[config.mk]
export PLATFORM = sky130hd
export DESIGN_NAME = sdram_arbiter
export DESIGN_NICKNAME = d
export VERILOG_FILES = /design/src/rtl/sdram_pkg.sv /design/src/rtl/sdram_arbiter.sv
export SDC_FILE = /design/constraint.sdc
export NUM_CORES = 1
export LEC_CHECK = 0
export BUFFER_PORTS_ARGS = -buffer_cell sky130_fd_sc_hd__buf_2
export CORE_MARGIN = 10
export CORE_UTILIZATION = 30
export CTS_CLUSTER_DIAMETER = 50
export CTS_CLUSTER_SIZE = 25
export DETAILED_ROUTE_END_ITERATION = 8
export REMOVE_ABC_BUFFERS = 1
export SYNTH_ARGS = -nofsm -noshare
export SYNTH_HDL_FRONTEND = slang
export SYNTH_SLANG_ARGS = --single-unit
export TNS_END_PERCENT = 10
[constraint.sdc]
create_clock -name clk -period 3.7 [get_ports clk]
set_input_delay 0.74 -clock clk [delete_from_list [all_inputs] [get_ports clk]]
set_output_delay 0.74 -clock clk [all_outputs]
set_load 0.02 [all_outputs]
[src/rtl/sdram_pkg.sv]
// SDRAM controller shared definitions
// Command codes, timing constants, request and pin bundles

package sdram_pkg;

    // {ncs, nras, ncas, nwe}
    typedef enum logic [3:0] {
        LOAD_MODE   = 4'b0000,
        AUTOREFRESH = 4'b0001,
        PRECHARGE   = 4'b0010,
        ACTIVATE    = 4'b0011,
        WRITE       = 4'b0100,
        READ        = 4'b0101,
        NOP         = 4'b0111,
        INHIBIT     = 4'b1000
    } sdram_cmd_e;

    localparam int ADDR_W    = 22;    // Request word address
    localparam int ROW_W     = 13;
    localparam int COL_W     = 9;
    localparam int INIT_WAIT = 9750;  // About 100 us of NOP
    localparam int WAIT_W    = $clog2(INIT_WAIT);
    localparam int T_RP      = 2;
    localparam int T_RFC     = 11;
    localparam int T_MRD     = 3;
    localparam int SLOT_LEN  = 8;
    localparam int CAS_LAT   = 2;

    typedef enum logic [1:0] {REQ_READ, REQ_WRITE, REQ_REFRESH} sdram_kind_e;
    typedef enum logic {PORT_CPU, PORT_GFX} sdram_port_e;

    typedef struct packed {
        sdram_kind_e       kind;
        sdram_port_e       port;   // Read owner
        logic [ADDR_W-1:0] addr;
        logic [7:0]        wdata;  // Download byte
        logic [1:0]        mask;   // {dqmh, dqml}, 1 masks
    } sdram_req_t;

    // Column view of the A bus for READ, WRITE and PRECHARGE
    typedef struct packed {
        logic [1:0]       rsvd_hi;
        logic             ap;       // Auto precharge / all banks
        logic             rsvd_lo;
        logic [COL_W-1:0] col;
    } sdram_col_t;

    typedef union packed {
        logic [ROW_W-1:0] word;     // Row or mode register
        sdram_col_t       col;
    } sdram_a_u;

    typedef struct packed {
        sdram_cmd_e cmd;
        sdram_a_u   a;
        logic [1:0] dqm;            // {dqmh, dqml}
        logic       we;             // Drive DQ this cycle
    } sdram_pins_t;

    // Mode register: single writes, sequential, burst 1 or 2
    function automatic logic [ROW_W-1:0] mode_word(input logic burst2);
        mode_word = {3'b000, 1'b1, 2'b00, 3'(CAS_LAT), 1'b0, 2'b00, burst2};
    endfunction

endpackage

[src/rtl/sdram_arbiter.sv]
// Fixed-priority arbiter for the SDRAM slot
// Holds peer strobes pending; order is download, cpu, gfx, refresh

`timescale 1ns/1ns

module sdram_arbiter (
    input  logic                         clk,
    input  logic                         rst,
    input  logic                         downloading,
    input  logic                         prog_we,
    input  logic [sdram_pkg::ADDR_W-1:0] prog_addr,
    input  logic [7:0]                   prog_data,
    input  logic [1:0]                   prog_mask,
    input  logic                         cpu_req,
    input  logic                         gfx_req,
    input  logic [sdram_pkg::ADDR_W-1:0] cpu_addr,
    input  logic [sdram_pkg::ADDR_W-1:0] gfx_addr,
    input  logic                         autorefresh,
    input  logic                         slot_free,
    output logic                         req,
    output sdram_pkg::sdram_req_t        req_info
);
    import sdram_pkg::*;

    logic              prog_p, cpu_p, gfx_p, ref_p;   // Pending bits
    logic [ADDR_W-1:0] prog_addr_q, cpu_addr_q, gfx_addr_q;
    logic [7:0]        prog_data_q;
    logic [1:0]        prog_mask_q;
    logic              grant;
    logic              take_prog, take_cpu, take_gfx, take_ref;

    assign req       = prog_p | cpu_p | gfx_p | ref_p;
    assign grant     = req & slot_free;
    assign take_prog = grant & prog_p;
    assign take_cpu  = grant & ~prog_p & cpu_p;
    assign take_gfx  = grant & ~prog_p & ~cpu_p & gfx_p;
    assign take_ref  = grant & ~prog_p & ~cpu_p & ~gfx_p;

    always_ff @(posedge clk or posedge rst) begin
        if (rst) begin
            prog_p <= 1'b0;
            cpu_p  <= 1'b0;
            gfx_p  <= 1'b0;
            ref_p  <= 1'b0;
        end else begin
            // A strobe in the grant cycle is a new request, so set wins
            if (downloading && prog_we) prog_p <= 1'b1;
            else if (take_prog)         prog_p <= 1'b0;
            if (!downloading && cpu_req) cpu_p <= 1'b1;
            else if (take_cpu)           cpu_p <= 1'b0;
            if (!downloading && gfx_req) gfx_p <= 1'b1;
            else if (take_gfx)           gfx_p <= 1'b0;
            if (autorefresh)    ref_p <= 1'b1;
            else if (take_ref)  ref_p <= 1'b0;
        end
    end

    // Captured request payload
    always_ff @(posedge clk) begin
        if (downloading && prog_we) begin
            prog_addr_q <= prog_addr;
            prog_data_q <= prog_data;
            prog_mask_q <= prog_mask;
        end
        if (!downloading && cpu_req) cpu_addr_q <= cpu_addr;
        if (!downloading && gfx_req) gfx_addr_q <= gfx_addr;
    end

    always_comb begin
        req_info.wdata = prog_data_q;
        req_info.mask  = prog_mask_q;
        req_info.port  = PORT_CPU;
        if (prog_p) begin
            req_info.kind = REQ_WRITE;
            req_info.addr = prog_addr_q;
        end else if (cpu_p) begin
            req_info.kind = REQ_READ;
            req_info.addr = cpu_addr_q;
        end else if (gfx_p) begin
            req_info.kind = REQ_READ;
            req_info.port = PORT_GFX;
            req_info.addr = gfx_addr_q;
        end else begin
            req_info.kind = REQ_REFRESH;     // Also idle default
            req_info.addr = '0;
        end
    end

endmodule

* Yosys cells after proc, flatten, opt, wreduce, memory -nomap -nowiden
Cells that the tools add are included.
Word-level totals: register bits after elaboration 80, bits of input ports 84, output and inout bits 36, word-level logic and storage cells 47
Cells by class: multiplexer cells 17, bitwise operators 13, reductions and logical operators 8
Operators with widths (number):
- $mux W22 | 3
- $mux W1 | 11
- $reduce_bool A2 Y1 | 4
- $and A1 B1 Y1 | 7
- $mux W2 | 3
- $logic_and A1 B1 Y1 | 3
- $not A1 Y1 | 3
- $or A1 B1 Y1 | 3
- $logic_not A1 Y1 | 1

* Depth between registers and ports, before layout
depth after elaboration 9, gate-level depth with buffers 4, gate-level depth less buffers 2

* Worst setup path before layout
OpenSTA, ideal clock, no wires.
kind input-to-reg, from input port cpu_req, to register cpu_addr_q[0], enable pin, library setup time 0.405 ns, arrival time 1.793 ns, required time 3.295 ns, slack 1.502 ns, stages 1, path buffers 0, path through nor2b_1
Between the ends: cells in the longest elaborated chain, start to end 1
RTL lines:
- start: declaration | RTL line sdram_arbiter.sv:14 | input logic cpu_req,
- $logic_and A1 B1 Y1 | RTL line sdram_arbiter.sv:65 | if (!downloading && cpu_req) cpu_addr_q <= cpu_addr;
- end signal: assignment | RTL line sdram_arbiter.sv:65
- end: declaration | RTL line sdram_arbiter.sv:26 | logic [ADDR_W-1:0] prog_addr_q, cpu_addr_q, gfx_addr_q;
Every way passes these cells. A chain may end at the register's enable or synchronous reset.

==> impl_metrics.ini <==
[outcome]
status = finished, final reports clean

[cts]
cts_tree = built
cts_max_path_buffers = 2
cts_setup_buffers = 0
clk_pin_slew_ns = 0.07
cts_hold_buf = 0
cts.sinks = 80
htreeDepth = 3
clockRootBuffer = clkbuf_8
clk_latency_ns = 0.33
numCtsBuffers = 9
ctsResizeCount = 0

[power_and_ir_drop]
comb_power_share = 0.137
cellLeakagePower_nw = 1.56
clkPwrFrac = 0.350
seqPwrFrac = 0.513
ir_worst_vdd_mv = 0.250
p_per_area_nw_per_um2 = 541
intPower_mw = 1.63
switching_share = 0.244
switching_power_mw = 0.526

[timing]
hold_violations = 0
tns_ns = 0
worst_slew_pin_slew_ns = 0.901
final.period_utilization = 0.763
slew_headroom = 0.399
skew_ns = 0.00329
slew_viol_final = 0
setup_viol = 0
post-route-min-period_ns = 2.82
holdWs_ns = 0.277
timing.fmax_mhz = 354
rsz0062_at_grt = no

[yosys]
seq_area_frac_synth = 0.789
synth_compound_area_frac = 0.110
synth_xor_xnor_area_share = 0
synth_ff_type = edfxtp_1
syn_area_per_cell_um2 = 17.2
yosys.area.top_type = edfxtp_1
netlist.area_leader.share = 0.756
synth.distinct_cells = 20
syn_area_um2 = 3020
synth_common_cells = 76 x edfxtp_1, 22 x a21oi_1, 22 x a2bb2oi_1, 22 x nand3b_1, 6 x clkbuf_1
synthAdderAreaFrac = 0
synthTopCellsByArea = edfxtp_1 76%, a2bb2oi_1 6.4%, nand3b_1 5.5%
postSynthCellCount = 176
async_reset_ff_frac = 0.0500
ys_seq_elements = 80
synth_edf_count = 76
yosysWarnings = 0
synthMuxAreaShare = 0
yosys.area_share.simple = 0.0742
synth.most_common_cell = edfxtp_1
synth_top_family_by_area = compound AO/OA/AOI/OAI gates

[die]
die_area_um2 = 14500
start_util = 0.309
row_count = 36
fp.dieH_um = 120
boundaryPins = 120
coreArea_um2 = 9770
die_w_um = 120

[cells_and_area]
fin_util = 0.408
num-fill-cells = 952
layout-drive-gt1-share = 0.472
syn_to_final_growth_pct = 32.0
nets = 380
diodes = 0

[setup_path]
criticalPathCategory = reg -> out
end_kind = output pin
arrival_ns = 2.08
reg2regPathDepth = 3
r2r_end = ref_p
critPathRequiredTime_ns = 2.96
cp_max_fo = 30
cp-startpoint = cpu_p
worstReg2RegStart = cpu_p
r2r_slack_ns = 1.80
start_kind = register

[detailed_routing]
vias_per_cell = 4.53
drcViolationCount = 0
first_pass_iters = 4
first_iter_violations = 114
ant_nets = 0
wl_per_cell_um = 18.6
routed_wl_um = 8070
vias = 1968

[placement]
io_buffers = 119
place_congestion = 0.681
dpl.hpwl_um = 5680

[global_routing]
grtUsageTotal = 0.109
grt_pass1_wl_um = 12200
antenna_found_initial = 0
grt_max_degree = 34
grt_pass1_vias = 2229
grt_overflow = 0

[worst_hold_path]
hold_class = in -> async

[run]
cap_viol_max_count = 0
through the flow:
step | setup WS (ns) | cells | power [mW] | area (um^2)
4_1_cts | 0.838 | 434 | 2.19 | 3980
2_1_floorplan | 1.31 | 162 | 1.28 | 2950
3_3_place_gp | 1.29 | 418 | 1.42 | 3750
5_1_grt | 0.701 | 434 | 2.25 | 3980
3_5_place_dp | 1.23 | 418 | 1.43 | 3750
6_report | 0.877 | 434 | 2.16 | 3980
layer usage:
metal / vias to the layer above / track usage / part of all wire
met5: - / 0 / 0
met3: 2 / 0.0572 / 0.098
met1: 945 / 0.127 / 0.44
li1: 930 / - / -
met4: 0 / 0.0317 / 0.0036
met2: 91 / 0.173 / 0.46
power by group through the flow:
stage	Clock [mW]	Combinational (mW)	Sequential, mW
2_1_floorplan	0	0.153	1.13
3_3_place_gp	0	0.296	1.13
3_5_place_dp	0	0.302	1.13
4_1_cts	0.778	0.303	1.11
5_1_grt	0.812	0.324	1.11
6_report	0.756	0.296	1.11
state kept, by name (all words and copies together), names as in the netlist:
register / count
cpu_addr_q: 22
gfx_addr_q: 22
prog_addr_q: 22
prog_data_q: 8
prog_mask_q: 2
cpu_p: 1
gfx_p: 1
prog_p: 1
ref_p: 1
critical path, stage by stage, from the launching register on:
cell and delay [ns]:
dfrtp_1 0.92, buf_4 0.37, a21oi_1 0.10, a2bb2oi_1 0.14
buf_2 0.19
worst max path at each step:
stage | depth (start not counted) | end | slack (ns)
after global routing | 4 | req_info[27] | 0.70
after detailed placement | 4 | req_info[30] | 1.23
after CTS | 4 | req_info[30] | 0.84
final | 4 | req_info[30] | 0.88
after floorplan | 2 | req | 1.31
after global placement | 4 | req_info[27] | 1.29
kinds of logic (layout without fill, tap and decap cells):
group,after synthesis,in the layout
and+or+nand+nor,31,31
DFF,80,80
buffers and inverters,17,142
AOI/OAI and AO/OA,48,48
layout by cell type, fill, tap and decap left out, types with 2 or more instances in the layout:
cell type / n
a21o_1: 2
a21oi_1: 22
a2bb2oi_1: 22
buf_2: 119
buf_4: 4
bufinv_16: 3
clkbuf_8: 9
clkinv_2: 2
dfrtp_1: 4
edfxtp_1: 76
inv_1: 2
nand2b_1: 2
nand3b_1: 22
nor2b_2: 2
nor3_1: 2
o21bai_1: 2
area by class of cell:
type | instances | area (um^2) | area share
multi-input combinational | 79 | 563 | 0.141
clock buffer | 10 | 128 | 0.0320
inverter | 3 | 11.3 | 0.00283
sequential | 80 | 2380 | 0.598
tap | 133 | 166 | 0.0418
timing repair buffer | 123 | 626 | 0.157
clock inverter | 6 | 108 | 0.0270
(Power assumes the default switching activity.)
