### src/rtl/sdram_pkg.sv
// SDRAM controller shared definitions
// Command codes, timing constants, request and pin bundles

package sdram_pkg;

    // {ncs, nras, ncas, nwe}
    typedef enum logic [3:0] {
        LOAD_MODE   = 4'b0000,
        AUTOREFRESH = 4'b0001,
        PRECHARGE   = 4'b0010,
        ACTIVATE    = 4'b0011,
        WRITE       = 4'b0100,
        READ        = 4'b0101,
        NOP         = 4'b0111,
        INHIBIT     = 4'b1000
    } sdram_cmd_e;

    localparam int ADDR_W    = 22;    // Request word address
    localparam int ROW_W     = 13;
    localparam int COL_W     = 9;
    localparam int INIT_WAIT = 9750;  // About 100 us of NOP
    localparam int WAIT_W    = $clog2(INIT_WAIT);
    localparam int T_RP      = 2;
    localparam int T_RFC     = 11;
    localparam int T_MRD     = 3;
    localparam int SLOT_LEN  = 8;
    localparam int CAS_LAT   = 2;

    typedef enum logic [1:0] {REQ_READ, REQ_WRITE, REQ_REFRESH} sdram_kind_e;
    typedef enum logic {PORT_CPU, PORT_GFX} sdram_port_e;

    typedef struct packed {
        sdram_kind_e       kind;
        sdram_port_e       port;   // Read owner
        logic [ADDR_W-1:0] addr;
        logic [7:0]        wdata;  // Download byte
        logic [1:0]        mask;   // {dqmh, dqml}, 1 masks
    } sdram_req_t;

    // Column view of the A bus for READ, WRITE and PRECHARGE
    typedef struct packed {
        logic [1:0]       rsvd_hi;
        logic             ap;       // Auto precharge / all banks
        logic             rsvd_lo;
        logic [COL_W-1:0] col;
    } sdram_col_t;

    typedef union packed {
        logic [ROW_W-1:0] word;     // Row or mode register
        sdram_col_t       col;
    } sdram_a_u;

    typedef struct packed {
        sdram_cmd_e cmd;
        sdram_a_u   a;
        logic [1:0] dqm;            // {dqmh, dqml}
        logic       we;             // Drive DQ this cycle
    } sdram_pins_t;

    // Mode register: single writes, sequential, burst 1 or 2
    function automatic logic [ROW_W-1:0] mode_word(input logic burst2);
        mode_word = {3'b000, 1'b1, 2'b00, 3'(CAS_LAT), 1'b0, 2'b00, burst2};
    endfunction

endpackage

### src/rtl/sdram_ctrl.sv
// SDRAM slot sequencer
// Runs eight-cycle access slots: activate, read or write with auto
// precharge, data capture and ack. Also inserts mode reloads.

`timescale 1ns/1ns

module sdram_ctrl (
    input  logic                   clk,
    input  logic                   rst,
    input  logic                   init_done,
    input  logic                   downloading,
    input  logic                   req,
    input  sdram_pkg::sdram_req_t  req_info,
    output logic                   slot_free,
    output sdram_pkg::sdram_pins_t pins,
    output logic                   dq_oe,
    output logic [15:0]            dq_out,
    input  logic [15:0]            dq_in,
    output logic                   cpu_ack,
    output logic                   gfx_ack,
    output logic [31:0]            rd_data
);
    import sdram_pkg::*;

    localparam logic [2:0] LAST = 3'(SLOT_LEN - 1);

    logic        busy;
    logic [2:0]  cnt;          // Slot cycle shown on the pins
    logic        is_mode;      // Current slot is a mode reload
    logic        mode_pend;
    logic        dl_q;
    logic        slot_open;
    logic        grant;
    logic        start_mode;
    logic        rd_slot;
    logic        wr_slot;
    sdram_req_t  cur;
    sdram_pins_t pins_q;
    logic [15:0] dq_out_q;

    assign slot_open  = ~busy | (cnt == LAST);
    assign slot_free  = init_done & ~mode_pend & slot_open;
    assign start_mode = init_done & mode_pend & slot_open;
    assign grant      = req & slot_free;
    assign rd_slot    = ~is_mode & (cur.kind == REQ_READ);
    assign wr_slot    = ~is_mode & (cur.kind == REQ_WRITE);

    assign pins   = pins_q;
    assign dq_oe  = pins_q.we;
    assign dq_out = dq_out_q;

    // Any change of downloading needs a new burst length
    always_ff @(posedge clk or posedge rst) begin
        if (rst) begin
            dl_q      <= 1'b0;
            mode_pend <= 1'b0;
        end else begin
            dl_q <= downloading;
            if (dl_q != downloading) mode_pend <= 1'b1;
            else if (start_mode)     mode_pend <= 1'b0;
        end
    end

    always_ff @(posedge clk or posedge rst) begin
        if (rst) begin
            busy    <= 1'b0;
            cnt     <= '0;
            is_mode <= 1'b0;
            cpu_ack <= 1'b0;
            gfx_ack <= 1'b0;
            pins_q  <= '{cmd: NOP, a: '0, dqm: 2'b00, we: 1'b0};
        end else begin
            pins_q.cmd <= NOP;
            pins_q.we  <= 1'b0;                    // DQ for one cycle only
            cpu_ack    <= 1'b0;
            gfx_ack    <= 1'b0;
            if (start_mode) begin
                busy          <= 1'b1;
                is_mode       <= 1'b1;
                cnt           <= 3'(SLOT_LEN - 4);     // Short slot
                pins_q.cmd    <= LOAD_MODE;
                pins_q.a.word <= mode_word(~downloading);  // BL1 while loading
            end else if (grant) begin
                busy          <= 1'b1;
                is_mode       <= 1'b0;
                cnt           <= '0;
                pins_q.cmd    <= (req_info.kind == REQ_REFRESH) ? AUTOREFRESH : ACTIVATE;
                pins_q.a.word <= req_info.addr[ADDR_W-1 -: ROW_W];   // Row
            end else if (busy) begin
                cnt <= cnt + 1'b1;
                if (cnt == LAST) busy <= 1'b0;
                case (cnt)
                    3'd1: begin
                        if (rd_slot || wr_slot) begin
                            pins_q.cmd   <= wr_slot ? WRITE : READ;
                            pins_q.a.col <= '{rsvd_hi: 2'b00, ap: 1'b1, rsvd_lo: 1'b0,
                                              col: cur.addr[COL_W-1:0]};
                            pins_q.we    <= wr_slot;
                            pins_q.dqm   <= wr_slot ? cur.mask : 2'b00;
                        end
                    end
                    3'd6: begin
                        if (rd_slot) begin                 // Ack lands in last cycle
                            cpu_ack <= (cur.port == PORT_CPU);
                            gfx_ack <= (cur.port == PORT_GFX);
                        end
                    end
                    default: begin
                    end
                endcase
            end
        end
    end

    // Slot payload and read data
    always_ff @(posedge clk) begin
        if (grant) cur <= req_info;
        if (busy && cnt == 3'd1) dq_out_q <= {cur.wdata, cur.wdata};  // Byte on both halves
        if (busy && rd_slot) begin
            if (cnt == 3'd4) rd_data[15:0]  <= dq_in;   // First word, CL2 after READ
            if (cnt == 3'd5) rd_data[31:16] <= dq_in;
        end
    end

endmodule

### config.mk
export PLATFORM = sky130hd
export DESIGN_NAME = sdram_ctrl
export DESIGN_NICKNAME = d
export VERILOG_FILES = /design/src/rtl/sdram_pkg.sv /design/src/rtl/sdram_ctrl.sv
export SDC_FILE = /design/constraint.sdc
export NUM_CORES = 1
export LEC_CHECK = 0
export ABC_AREA = 1
export ABC_CLOCK_PERIOD_IN_PS = 1700
export BUFFER_PORTS_ARGS = -buffer_cell sky130_fd_sc_hd__buf_4
export CORE_ASPECT_RATIO = 0.75
export CORE_MARGIN = 2
export CORE_UTILIZATION = 43
export CTS_CLUSTER_SIZE = 25
export DETAILED_ROUTE_END_ITERATION = 16
export MAX_ROUTING_LAYER = met4
export PLACE_DENSITY_LB_ADDON = 0.05
export SLEW_MARGIN = 20
export SYNTH_ARGS = -nofsm -noshare
export SYNTH_HDL_FRONTEND = slang
export SYNTH_SLANG_ARGS = --single-unit
export TNS_END_PERCENT = 5
### constraint.sdc
create_clock -name clk -period 1.7 [get_ports clk]
set_input_delay 0.34 -clock clk [delete_from_list [all_inputs] [get_ports clk]]
set_output_delay 0.34 -clock clk [all_outputs]
set_load 0.01 [all_outputs]
* Word-level counts from Yosys, hierarchy flattened
Cells that the tools add are included.
Storage, ports and cells: word-level logic and storage cells 87, output and inout bits 72, bits of input ports 56, register bits 99
Cells by class: eq/ne operators 8, add/subtract/negate cells 1, bitwise gates (word level) 15, reductions and logical operators 13, mux-type cells 31
Operator list (count):
- 2-to-1 mux 18 bit | 3
- 2-to-1 mux 1 bit | 21
- 2-to-1 mux 17 bit | 1
- 2-to-1 mux 16 bit | 1
- equality test 3 bit (second input constant) | 4
- 2-to-1 mux 3 bit | 3
- nonzero test 3 bit | 3
- AND 1 bit | 7
- NOT 1 bit | 7
- AND reduction 5 bit | 1
- 2-to-1 mux 2 bit | 2
- AND reduction 2 bit | 2
- nonzero test 2 bit | 2
- adder 3 x 1 -> 3 bit (second input constant) | 1
- equality test 3 x 1 -> 1 bit (second input constant) | 1
- AND reduction 3 bit | 1
- equality test 2 x 1 -> 1 bit (second input constant) | 1
- equality test 2 bit (second input constant) | 1
- logical AND 1 bit | 2
- zero test 2 bit | 1
- logical OR 1 bit | 1
- inequality test 1 bit | 1
- bitwise OR 1 bit | 1

* Longest topological paths before layout
Gate-level depths: netlist of the first run.
depth after elaboration 8, mapped depth 11, depth with buffers taken out 10

* Least setup slack after synthesis of the first run
No wires, ideal clock.
path kind reg-to-reg, start reg is_mode, end reg rd_data[0] (enable), required time 1.311 ns, path buffers 0, data arrival time 1.446 ns, setup time 0.389 ns, clock period less this slack 1.834 ns, cell stages (with the launch flop) 6, path slack -0.134 ns, path through dfrtp_1 > inv_1 > nand2_2 > nor2_1 > inv_1 > nor2_1
Between the ends: cells in the longest elaborated chain, start to end 4
RTL lines:
- start: declaration | RTL line sdram_ctrl.sv:29 | logic is_mode;
- start signal: assignment | RTL line sdram_ctrl.sv:68 | is_mode <= 1'b0;
- start signal: assignment | RTL line sdram_ctrl.sv:79 | is_mode <= 1'b1;
- start signal: assignment | RTL line sdram_ctrl.sv:85 | is_mode <= 1'b0;
- NOT 1 bit | RTL line sdram_ctrl.sv:45 | assign rd_slot = ~is_mode & (cur.kind == REQ_READ);
- AND 1 bit | RTL line sdram_ctrl.sv:45
- logical AND 1 bit | RTL line sdram_ctrl.sv:119 | if (busy && rd_slot) begin
- AND reduction 2 bit (no source line)
- end signal: assignment | RTL line sdram_ctrl.sv:120 | if (cnt == 3'd4) rd_data[15:0] <= dq_in;
- end: declaration | RTL line sdram_ctrl.sv:21 | output logic [31:0] rd_data
No other way between the ends. A chain may end at the register's enable or synchronous reset.

* Worst setup path after layout of the first run
start reg cnt[0], end out slot_free
Between the ends: cells in the longest elaborated chain, start to end 3
RTL lines:
- start: declaration | RTL line sdram_ctrl.sv:28 | logic [2:0] cnt;
- start signal: assignment | RTL line sdram_ctrl.sv:80 | cnt <= 3'(SLOT_LEN - 4);
- start signal: assignment | RTL line sdram_ctrl.sv:90 | cnt <= cnt + 1'b1;
- equality test 3 bit | RTL line sdram_ctrl.sv:41 | assign slot_open = ~busy | (cnt == LAST);
- bitwise OR 1 bit | RTL line sdram_ctrl.sv:41
- AND 1 bit | RTL line sdram_ctrl.sv:42 | assign slot_free = init_done & ~mode_pend & slot_open;
- end: declaration | RTL line sdram_ctrl.sv:14 | output logic slot_free,
No other way between the ends.

==> results of run 1 <==
cells by family (layout without fill, tap and decap cells):
family / after synthesis / in the layout / synth area share, %
mux: 1 / 1 / 0.2915
simple gates: 94 / 94 / 14.61
compound gates: 10 / 10 / 1.749
flops: 90 / 90 / 74.72
other cells: 1 / 1 / 0.1092
fa+ha+maj: 5 / 5 / 1.821
xor+xnor: 2 / 2 / 0.5101
buf+inv: 35 / 177 / 6.193
layout by cell type (no fill, tap or decap), types with 4 or more instances in the layout:
| cell type | instances |
|---|---|
| inv_1 | 16 |
| nor2_1 | 10 |
| clkbuf_8 | 9 |
| edfxtp_1 | 62 |
| nand4_1 | 4 |
| nand2_1 | 52 |
| buf_4 | 135 |
| buf_12 | 4 |
| dfrtp_1 | 25 |
| o21ai_1 | 4 |
| nand3_2 | 6 |
| nand3_1 | 8 |
timing repair:
| item | CTS | global route |
|---|---|---|
| buffers inserted | 2 | 3 |
| endpoints found under the setup margin | 1 | 40 |
| pin swaps | 1 | 2 |
| hold buffers | 0 | 0 |
| resized for setup | 9 | 5 |
report_power, final:
| group | leakage (µW) | switching [µW] | total [µW] | internal [µW] |
|---|---|---|---|---|
| Clock | 0.0000835 | 697 | 1220 | 520 |
| Combinational | 0.00114 | 685 | 1320 | 631 |
| Sequential | 0.000910 | 156 | 2770 | 2620 |
| Total | 0.00213 | 1540 | 5310 | 3770 |
path summary, 6_finish.rpt:
path,startpoint,to,cells after the start
worst max-delay path,cnt[0]$_DFFE_PP0P_,slot_free,7
worst min-delay path,rst,mode_pend$_DFFE_PP0P_,3
worst max register to register,cnt[0]$_DFFE_PP0P_,pins[6]$_DFFE_PP0P_,10
worst min register to register,cur[5]$_DFFE_PP_,dq_out[11]$_DFFE_PP_,0
max in group asynchronous,rst,pins[16]$_DFF_PP1_,3
min in group clk,downloading,dl_q$_DFF_PP0_,1
Yosys cell counts:
library cell	instances	area, µm²
dfrtp_1	25	625.6
nor2_1	11	41.29
nand3_2	7	70.07
o211ai_2	1	12.51
xnor2_1	2	17.52
inv_1	17	63.81
nor2_4	1	11.26
nor3b_1	1	7.510
nand3_1	8	40.04
buf_4	11	82.58
nand2_1	54	202.7
a21oi_1	2	10.01
buf_6	2	22.52
o211ai_1	1	7.510
ha_1	5	62.56
inv_2	2	7.510
nand3_4	2	35.03
edfxtp_1	62	1862
nand4_1	4	25.02
nor3_1	1	5.000
conb_1	1	3.750
nand2_4	1	11.26
buf_8	2	30.03
inv_4	1	6.260
nand2_2	2	12.51
nor2_8	2	40.04
mux2i_1	1	10.01
o21ai_1	4	20.02
o21ai_0	2	10.01
dfstp_2	3	78.83
per-layer routing:
| metal | vias up | track usage (%) | routed length, µm |
|---|---|---|---|
| met5 | - | - | 0 |
| met4 | 0 | 6.234 | 92 |
| met3 | 10 | 7.063 | 586 |
| met2 | 88 | 25.57 | 3135 |
| met1 | 1042 | 19.96 | 2776 |
| li1 | 1066 | - | - |
through the flow:
stage	setup TNS, ns	instances	utilization, %
floorplan	-4.300	238	-
global placement	0	464	57.30
detailed placement	0	464	57.30
CTS	-0.1016	482	60.01
global route	-1.006	485	60.84
finish	-0.08799	485	60.84
sequential cells by signal, summed over array words and instances, names as in the netlist:
| register | flops |
|---|---|
| busy | 1 |
| gfx_ack | 1 |
| dl_q | 1 |
| mode_pend | 1 |
| rd_data | 32 |
| dq_oe | 1 |
| cnt | 3 |
| cpu_ack | 1 |
| pins | 18 |
| dq_out | 8 |
| is_mode | 1 |
| cur | 22 |
final cells by class:
cell class | instances | area, µm²
fillers | 618 | 3059
flip-flops and latches | 90 | 2566
repair buffers | 141 | 1120
multi-input cells | 113 | 690.7
well taps | 105 | 131.4
clock buffers | 10 | 127.6
inverters | 20 | 82.58
clock inverters | 6 | 35.03
critical path: cells and delay by family, from the launching register on:
kind	cells	cell delay, ns
flops	1	0.40
simple gates	3	0.15
fa+ha+maj	2	0.36
buf+inv	2	0.18
==> results.toml, run 1 <==
[floorplan]
die_width_um = 107.2
die_area_um2 = 8726
rows = 28
core_um2 = 7812
boundaryPins = 128
initial_core_util_pct = 43.96
fp.dieH_um = 81.40

[sta]
holdWs_ns = 0.04340
fin_skew_ns = 0.01225
setup_ws_ns = -0.08799
finalSetupViolCount = 1
final.period_utilization_pct = 105.2
layout_min_cycle_time_ns = 1.788
finalHoldViolCount = 0
maxSlewViolCount = 0
grt_setup_unrepaired = "yes"
max_freq_ghz = 0.5593

[drt]
wire_per_inst_um = 13.59
via_per_inst = 4.548
drt-total-wl_um = 6591
drc = 0
drt-pass1-iter-count = 4
num_vias = 2206
ant_nets = 0
drtIter0Drc = 96

[cts]
cts_tree = "done"
clk_latency_ns = 0.36
clkTransAtPathRegs_ns = 0.08
h-tree-depth = 3
clk_path_buf_depth = 2
clock_sinks = 90
cts_root_buf = "clkbuf_8"
numCtsBuffers = 9

[setup_path]
startpoint_type = "register"
max_stage_delay_ns = 0.40
cp_slowest_cell = "dfrtp_1"
crit_required_ns = 1.36
crit_type = "reg2out"
cp-end-kind = "output pin"
worstPathCellList = "ha_2 > ha_4 > inv_2 > nand2_4 > nand2_4 > nor2_2 > buf_6"
cp.arrival_ns = 1.45
r2r_setup_slack_ns = 0.04
critPathMostFrequentCell = "nand2_4"
critPathMaxFanout = 2

[global_route]
first_global_vias = 2166
grt_max_degree = 38
track_usage_pct = 16.72
grt_pass1_wl_um = 10300
antenna_found_initial = 0
grt-ovfl-total = 0

[finish]
final_cell_area_um2 = 4753
finish.net_count = 436
antenna_cells = 0
syn2layout_area_growth_pct = 38.40
drive_above_1_share_pct = 48.16

[synthesis]
synth.distinct_cells = 30
ys_seq_area_share_pct = 74.72
synthCells = 238
ys_ff_latch = 90
syn_nets = 299
ys_warn_count = 0
avgSynthCellArea_um2 = 14.43
syn_area_um2 = 3435

[power]
ir_drop_mv = 0.6112
leakagePower_uw = 0.002133
power_uw = 5306
power_density_nw_per_um2 = 1116

[place]
port_buffers = 126
dp_slack_ns = 0.01429
placed_area_um2 = 4477
dp_hpwl_um = 4673
place.gp.congestion = 0.7924

[outcome]
violations = "negative setup slack"
status = "finished with violations"

[worst_hold_path]
hp-class = "in2async"

[run]
maxCapViolCount = 0
(Power assumes the default switching activity.)
==> run 2: changes to the inputs <==
--- a/config.mk
+++ b/config.mk
@@ -8,9 +8,11 @@
 export ABC_AREA = 1
 export ABC_CLOCK_PERIOD_IN_PS = 1700
 export BUFFER_PORTS_ARGS = -buffer_cell sky130_fd_sc_hd__buf_4
+export CELL_PAD_IN_SITES_DETAIL_PLACEMENT = 0
+export CELL_PAD_IN_SITES_GLOBAL_PLACEMENT = 1
 export CORE_ASPECT_RATIO = 0.75
 export CORE_MARGIN = 2
-export CORE_UTILIZATION = 43
+export CORE_UTILIZATION = 35
 export CTS_CLUSTER_SIZE = 25
 export DETAILED_ROUTE_END_ITERATION = 16
 export MAX_ROUTING_LAYER = met4
==> run 2 against run 1 <==
The run still ends with negative setup slack left. Largest power group unchanged. Global-route usage is 2.5 points lower. Sequential power hardly changed. Maximum frequency is 2.2% higher. Utilization is 9.0 points lower. Worst hold slack better by 0.023 ns. Total power is 20% higher. Worst setup slack better by 0.039 ns. Clock skew is 0.0048 ns lower. Final area is 4.9% higher. Register-to-register slack better by 0.05 ns.
==> results.toml, run 2 (synthesis results as in run 1) <==
[cts]
cts_root_buf = "clkbuf_16"
clk_path_buf_depth = 2
h-tree-depth = 3
numCtsBuffers = 9
clkTransAtPathRegs_ns = 0.07
clk_latency_ns = 0.34
holdBufCountCts = 0
clock_sinks = 90
cts_tree = "done"

[floorplan]
core_um2 = 9619
die_area_um2 = 10630
fp.dieH_um = 89.79
initial_core_util_pct = 35.70
rows = 31
boundaryPins = 128
die_width_um = 118.4

[setup_path]
startpoint_type = "register"
r2r_setup_slack_ns = 0.09
critPathMaxFanout = 2
crit_type = "reg2out"
rr_startpoint = "cnt[0]$_DFFE_PP0P_"
cp-end-kind = "output pin"
reg2reg_to = "pins[2]$_DFFE_PP0P_"
crit_required_ns = 1.36
cp.arrival_ns = 1.41
rr_worst_depth = 10

[drt]
drt-pass1-iter-count = 4
num_vias = 2176
via_per_inst = 4.225
drt-total-wl_um = 6927
wire_per_inst_um = 13.45
ant_nets = 0
drc = 0
drtIter0Drc = 92

[sta]
max_freq_ghz = 0.5717
maxSlewViolCount = 0
setup_ws_ns = -0.04917
layout_min_cycle_time_ns = 1.749
fin_skew_ns = 0.007458
grt_setup_unrepaired = "yes"
finalHoldViolCount = 0
holdWs_ns = 0.06648
final.period_utilization_pct = 102.9
setup_tns_ns = -0.04917
finalSetupViolCount = 1

[worst_hold_path]
hp-class = "in2async"

[global_route]
grt-ovfl-total = 0
grt_max_degree = 38
grt_pass1_wl_um = 11000
antenna_found_initial = 0
track_usage_pct = 14.21
first_global_vias = 2181

[power]
ir_drop_mv = 0.7946
power_density_nw_per_um2 = 1281
power_uw = 6392
leakagePower_uw = 0.002232

[finish]
syn2layout_area_growth_pct = 45.25
final_common_cell = "buf_4"
antenna_cells = 0
top_register = "rd_data"
largest_reg_flops = 32
finish.net_count = 439
multi_input_area_um2 = 688.2
regArea_um2 = 2566
most-common-layout-cells = "buf_4, edfxtp_1, nand2_1"
fillers = 893
drive_above_1_share_pct = 48.83
final_cell_area_um2 = 4989

[outcome]
status = "finished with violations"
violations = "negative setup slack"

[run]
maxCapViolCount = 0

[place]
placed_area_um2 = 4538
dp_hpwl_um = 4899
port_buffers = 126
place.gp.congestion = 0.7215
==> run 2: changes by cell type in the layout (fill, tap and decap cells not counted), moves of 2 or more <==
cell,previous run,this run
clkbuf_16,0,9
bufinv_16,0,3
buf_4,135,139
clkbuf_8,9,0
inv_6,0,2
clkinv_2,3,0
==> run 2: routing by layer <==
metal / part of all wire [%] / up-vias / track usage [%]
li1: - / 1072 / -
met1: 42 / 1025 / 16.67
met2: 50 / 68 / 22.30
met3: 5.8 / 11 / 4.822
met4: 2.3 / 0 / 6.349
met5: 0 / - / -
==> run 2: cell type report <==
| class | count | share of cell area (%) |
|---|---|---|
| flip-flops and latches | 90 | 51.44 |
| clock buffers | 9 | 4.515 |
| repair buffers | 144 | 22.75 |
| inverters | 20 | 1.706 |
| well taps | 132 | 3.311 |
| clock inverters | 7 | 2.483 |
| multi-input cells | 113 | 13.79 |
==> run 2: worst max-delay path by stage <==
stage,cells after the start,slack [ns],end,startpoint
after global routing,7,-0.11,slot_free,cnt[0]$_DFFE_PP0P_
final,7,-0.05,slot_free,cnt[0]$_DFFE_PP0P_
after detailed placement,10,0.06,pins[7]$_DFFE_PP0P_,cnt[1]$_DFFE_PP0P_
after floorplan,5,-0.13,rd_data[0]$_DFFE_PP_,is_mode$_DFFE_PP0P_
after global placement,6,0.07,cur[17]$_DFFE_PP_,cnt[1]$_DFFE_PP0P_
after CTS,7,-0.1,slot_free,cnt[1]$_DFFE_PP0P_
==> run 2: power breakdown <==
group	internal [µW]	switching, µW
clock network	1450	829
registers	2620	147
logic	649	700
==> run 2: what timing repair did <==
item	in CTS	in global routing
gates resized for setup	6	6
setup buffers	2	4
pin swaps	2	3
endpoints found under the setup margin	1	35
==> run 2: worst max-delay path, cell delays in order, from the launching register on <==
cell	delay, ns
dfrtp_1	0.38
ha_2	0.20
ha_4	0.15
inv_2	0.06
nand2_4	0.05
nand2_4	0.06
nor2_2	0.04
buf_6	0.12
==> run 2: through the flow <==
stage                     utilization (%)  setup slack, ns  instances
after global placement              47.18          0.07224        493
final                               51.86         -0.04917        515
after CTS                           51.17         -0.09681        511
after global routing                51.86          -0.1064        515
after detailed placement            47.18          0.05891        493
after floorplan                         -          -0.1344        238
==> run 3: changes to the inputs <==
--- a/config.mk
+++ b/config.mk
@@ -17,8 +17,8 @@
 export DETAILED_ROUTE_END_ITERATION = 16
 export MAX_ROUTING_LAYER = met4
 export PLACE_DENSITY_LB_ADDON = 0.05
+export SETUP_SLACK_MARGIN = 0.02
 export SLEW_MARGIN = 20
 export SYNTH_ARGS = -nofsm -noshare
 export SYNTH_HDL_FRONTEND = slang
 export SYNTH_SLANG_ARGS = --single-unit
-export TNS_END_PERCENT = 5
==> run 3 against run 2 <==
The flow still finishes with violations (negative setup slack). Clock-buffer cell count is the same. Sequential share of layout area shrank 1.1 points. Wire length grew 6.0%. Critical path depth is the same. Flip-flop and latch count is the same. Largest power group unchanged.
==> results.toml, run 3 (synthesis results as in run 1) <==
[floorplan]
die_width_um = 118.4
die_area_um2 = 10630
fp.dieH_um = 89.79
boundaryPins = 128
initial_core_util_pct = 35.70
core_um2 = 9619
rows = 31

[sta]
finalSetupViolCount = 1
layout_min_cycle_time_ns = 1.751
maxSlewViolCount = 0
setup_ws_ns = -0.05135
grt_setup_unrepaired = "yes"
finalHoldViolCount = 0
fin_skew_ns = 0.006737
max_freq_ghz = 0.5710
final.period_utilization_pct = 103.0

[drt]
drtIter0Drc = 106
ant_nets = 0
wire_per_inst_um = 14.04
drt-total-wl_um = 7343
drt-pass1-iter-count = 4
drc = 0
via_per_inst = 4.268
num_vias = 2232

[finish]
final_common_cell = "buf_4"
multi_input_area_um2 = 705.7
finalNonFillerCells = 523
syn2layout_area_growth_pct = 48.56
regArea_um2 = 2566
fillers = 881
drive_above_1_share_pct = 50.38
largest_reg_flops = 32
top_register = "rd_data"
finish.net_count = 447
antenna_cells = 0
most-common-layout-cells = "buf_4, edfxtp_1, nand2_1"

[worst_hold_path]
hp-class = "in2async"

[setup_path]
startpoint_type = "register"
reg2reg_to = "pins[7]$_DFFE_PP0P_"
cp-startpoint = "cnt[0]$_DFFE_PP0P_"
crit_type = "reg2out"
r2r_setup_slack_ns = 0.03
cp.arrival_ns = 1.41
crit_required_ns = 1.36
cp-end-kind = "output pin"
rr_worst_depth = 12
critPathMaxFanout = 2
rr_startpoint = "cnt[0]$_DFFE_PP0P_"

[power]
power_density_nw_per_um2 = 1268
ir_drop_mv = 0.7932
leakagePower_uw = 0.002291

[place]
dp_hpwl_um = 4899
place.gp.congestion = 0.7215
dp_slack_ns = 0.05891
dp.cells = 493
port_buffers = 126

[cts]
cts_tree = "done"
clock_sinks = 90
cts_root_buf = "clkbuf_16"
clk_path_buf_depth = 2
numCtsBuffers = 9
h-tree-depth = 3
clkTransAtPathRegs_ns = 0.06
clk_latency_ns = 0.34

[outcome]
violations = "negative setup slack"
status = "finished with violations"

[global_route]
track_usage_pct = 14.22
antenna_found_initial = 0
grt-ovfl-total = 0
grt_pass1_wl_um = 11010
grt_max_degree = 38
first_global_vias = 2182

[run]
maxCapViolCount = 0
## run 3: layout make-up
cell class                      count  area share [%]
Clock inverter                      7           2.428
Tap cell                          132           3.237
Clock buffer                        9           4.414
Sequential cell                    90           50.29
Timing Repair Buffer              149           23.64
Multi-Input combinational cell    114           13.83
Inverter                           20           1.766
Timing Repair inverter              2          0.3923
## run 3: worst max path at each step
stage                                       to  slack (ns)  cells after the start
final                                slot_free       -0.05                      7
after global routing                 slot_free       -0.11                      7
after CTS                            slot_free        -0.1                      7
after detailed placement   pins[7]$_DFFE_PP0P_        0.06                     10
after global placement       cur[17]$_DFFE_PP_        0.07                      6
after floorplan           rd_data[0]$_DFFE_PP_       -0.13                      5
## run 3: what timing repair did
item,in CTS,in global routing
gates cloned,0,4
setup endpoints to repair,1,36
pin swaps,2,6
setup buffers,2,8
resized for setup,7,10
hold buffers,0,0
## run 3: report_power, final
group | total [µW] | internal, µW | switching (µW)
Combinational | 1430 | 695 | 737
Sequential | 2770 | 2620 | 147
Clock | 2270 | 1450 | 825
## run 3: worst max-delay path, cell delays in order, from the launching register on
cell and delay (ns):
dfrtp_1 0.38, ha_2 0.20, ha_4 0.15, inv_2 0.06, nand2_4 0.05, nand2_4 0.06, nor2_2 0.04, buf_6 0.13
## run 3: per-stage QoR
| step | setup TNS, ns | hold WS (ns) | utilization (%) | total power, µW | cell area, µm² |
|---|---|---|---|---|---|
| 6_report | -0.05135 | 0.06728 | 53.04 | 6471 | 5102 |
| 5_1_grt | -0.5386 | 0.1131 | 53.04 | 6808 | 5102 |
| 4_1_cts | -0.09681 | 0.07868 | 51.20 | 6453 | 4925 |
| 3_5_place_dp | 0 | 0.4054 | 47.18 | 4083 | 4538 |
| 3_3_place_gp | 0 | 0.4013 | 47.18 | 4071 | 4538 |
| 2_1_floorplan | -4.300 | 0.3714 | - | 3505 | 3435 |
## run 3: per-layer routing
| metal | wire length, µm | global-route usage, % | part of all wire, % | vias up |
|---|---|---|---|---|
| met4 | 157 | 6.349 | 2.1 | 0 |
| met5 | 0 | - | 0 | - |
| met2 | 3616 | 22.35 | 49 | 75 |
| met1 | 3084 | 16.67 | 42 | 1055 |
| li1 | - | - | - | 1091 |
| met3 | 485 | 4.822 | 6.6 | 11 |
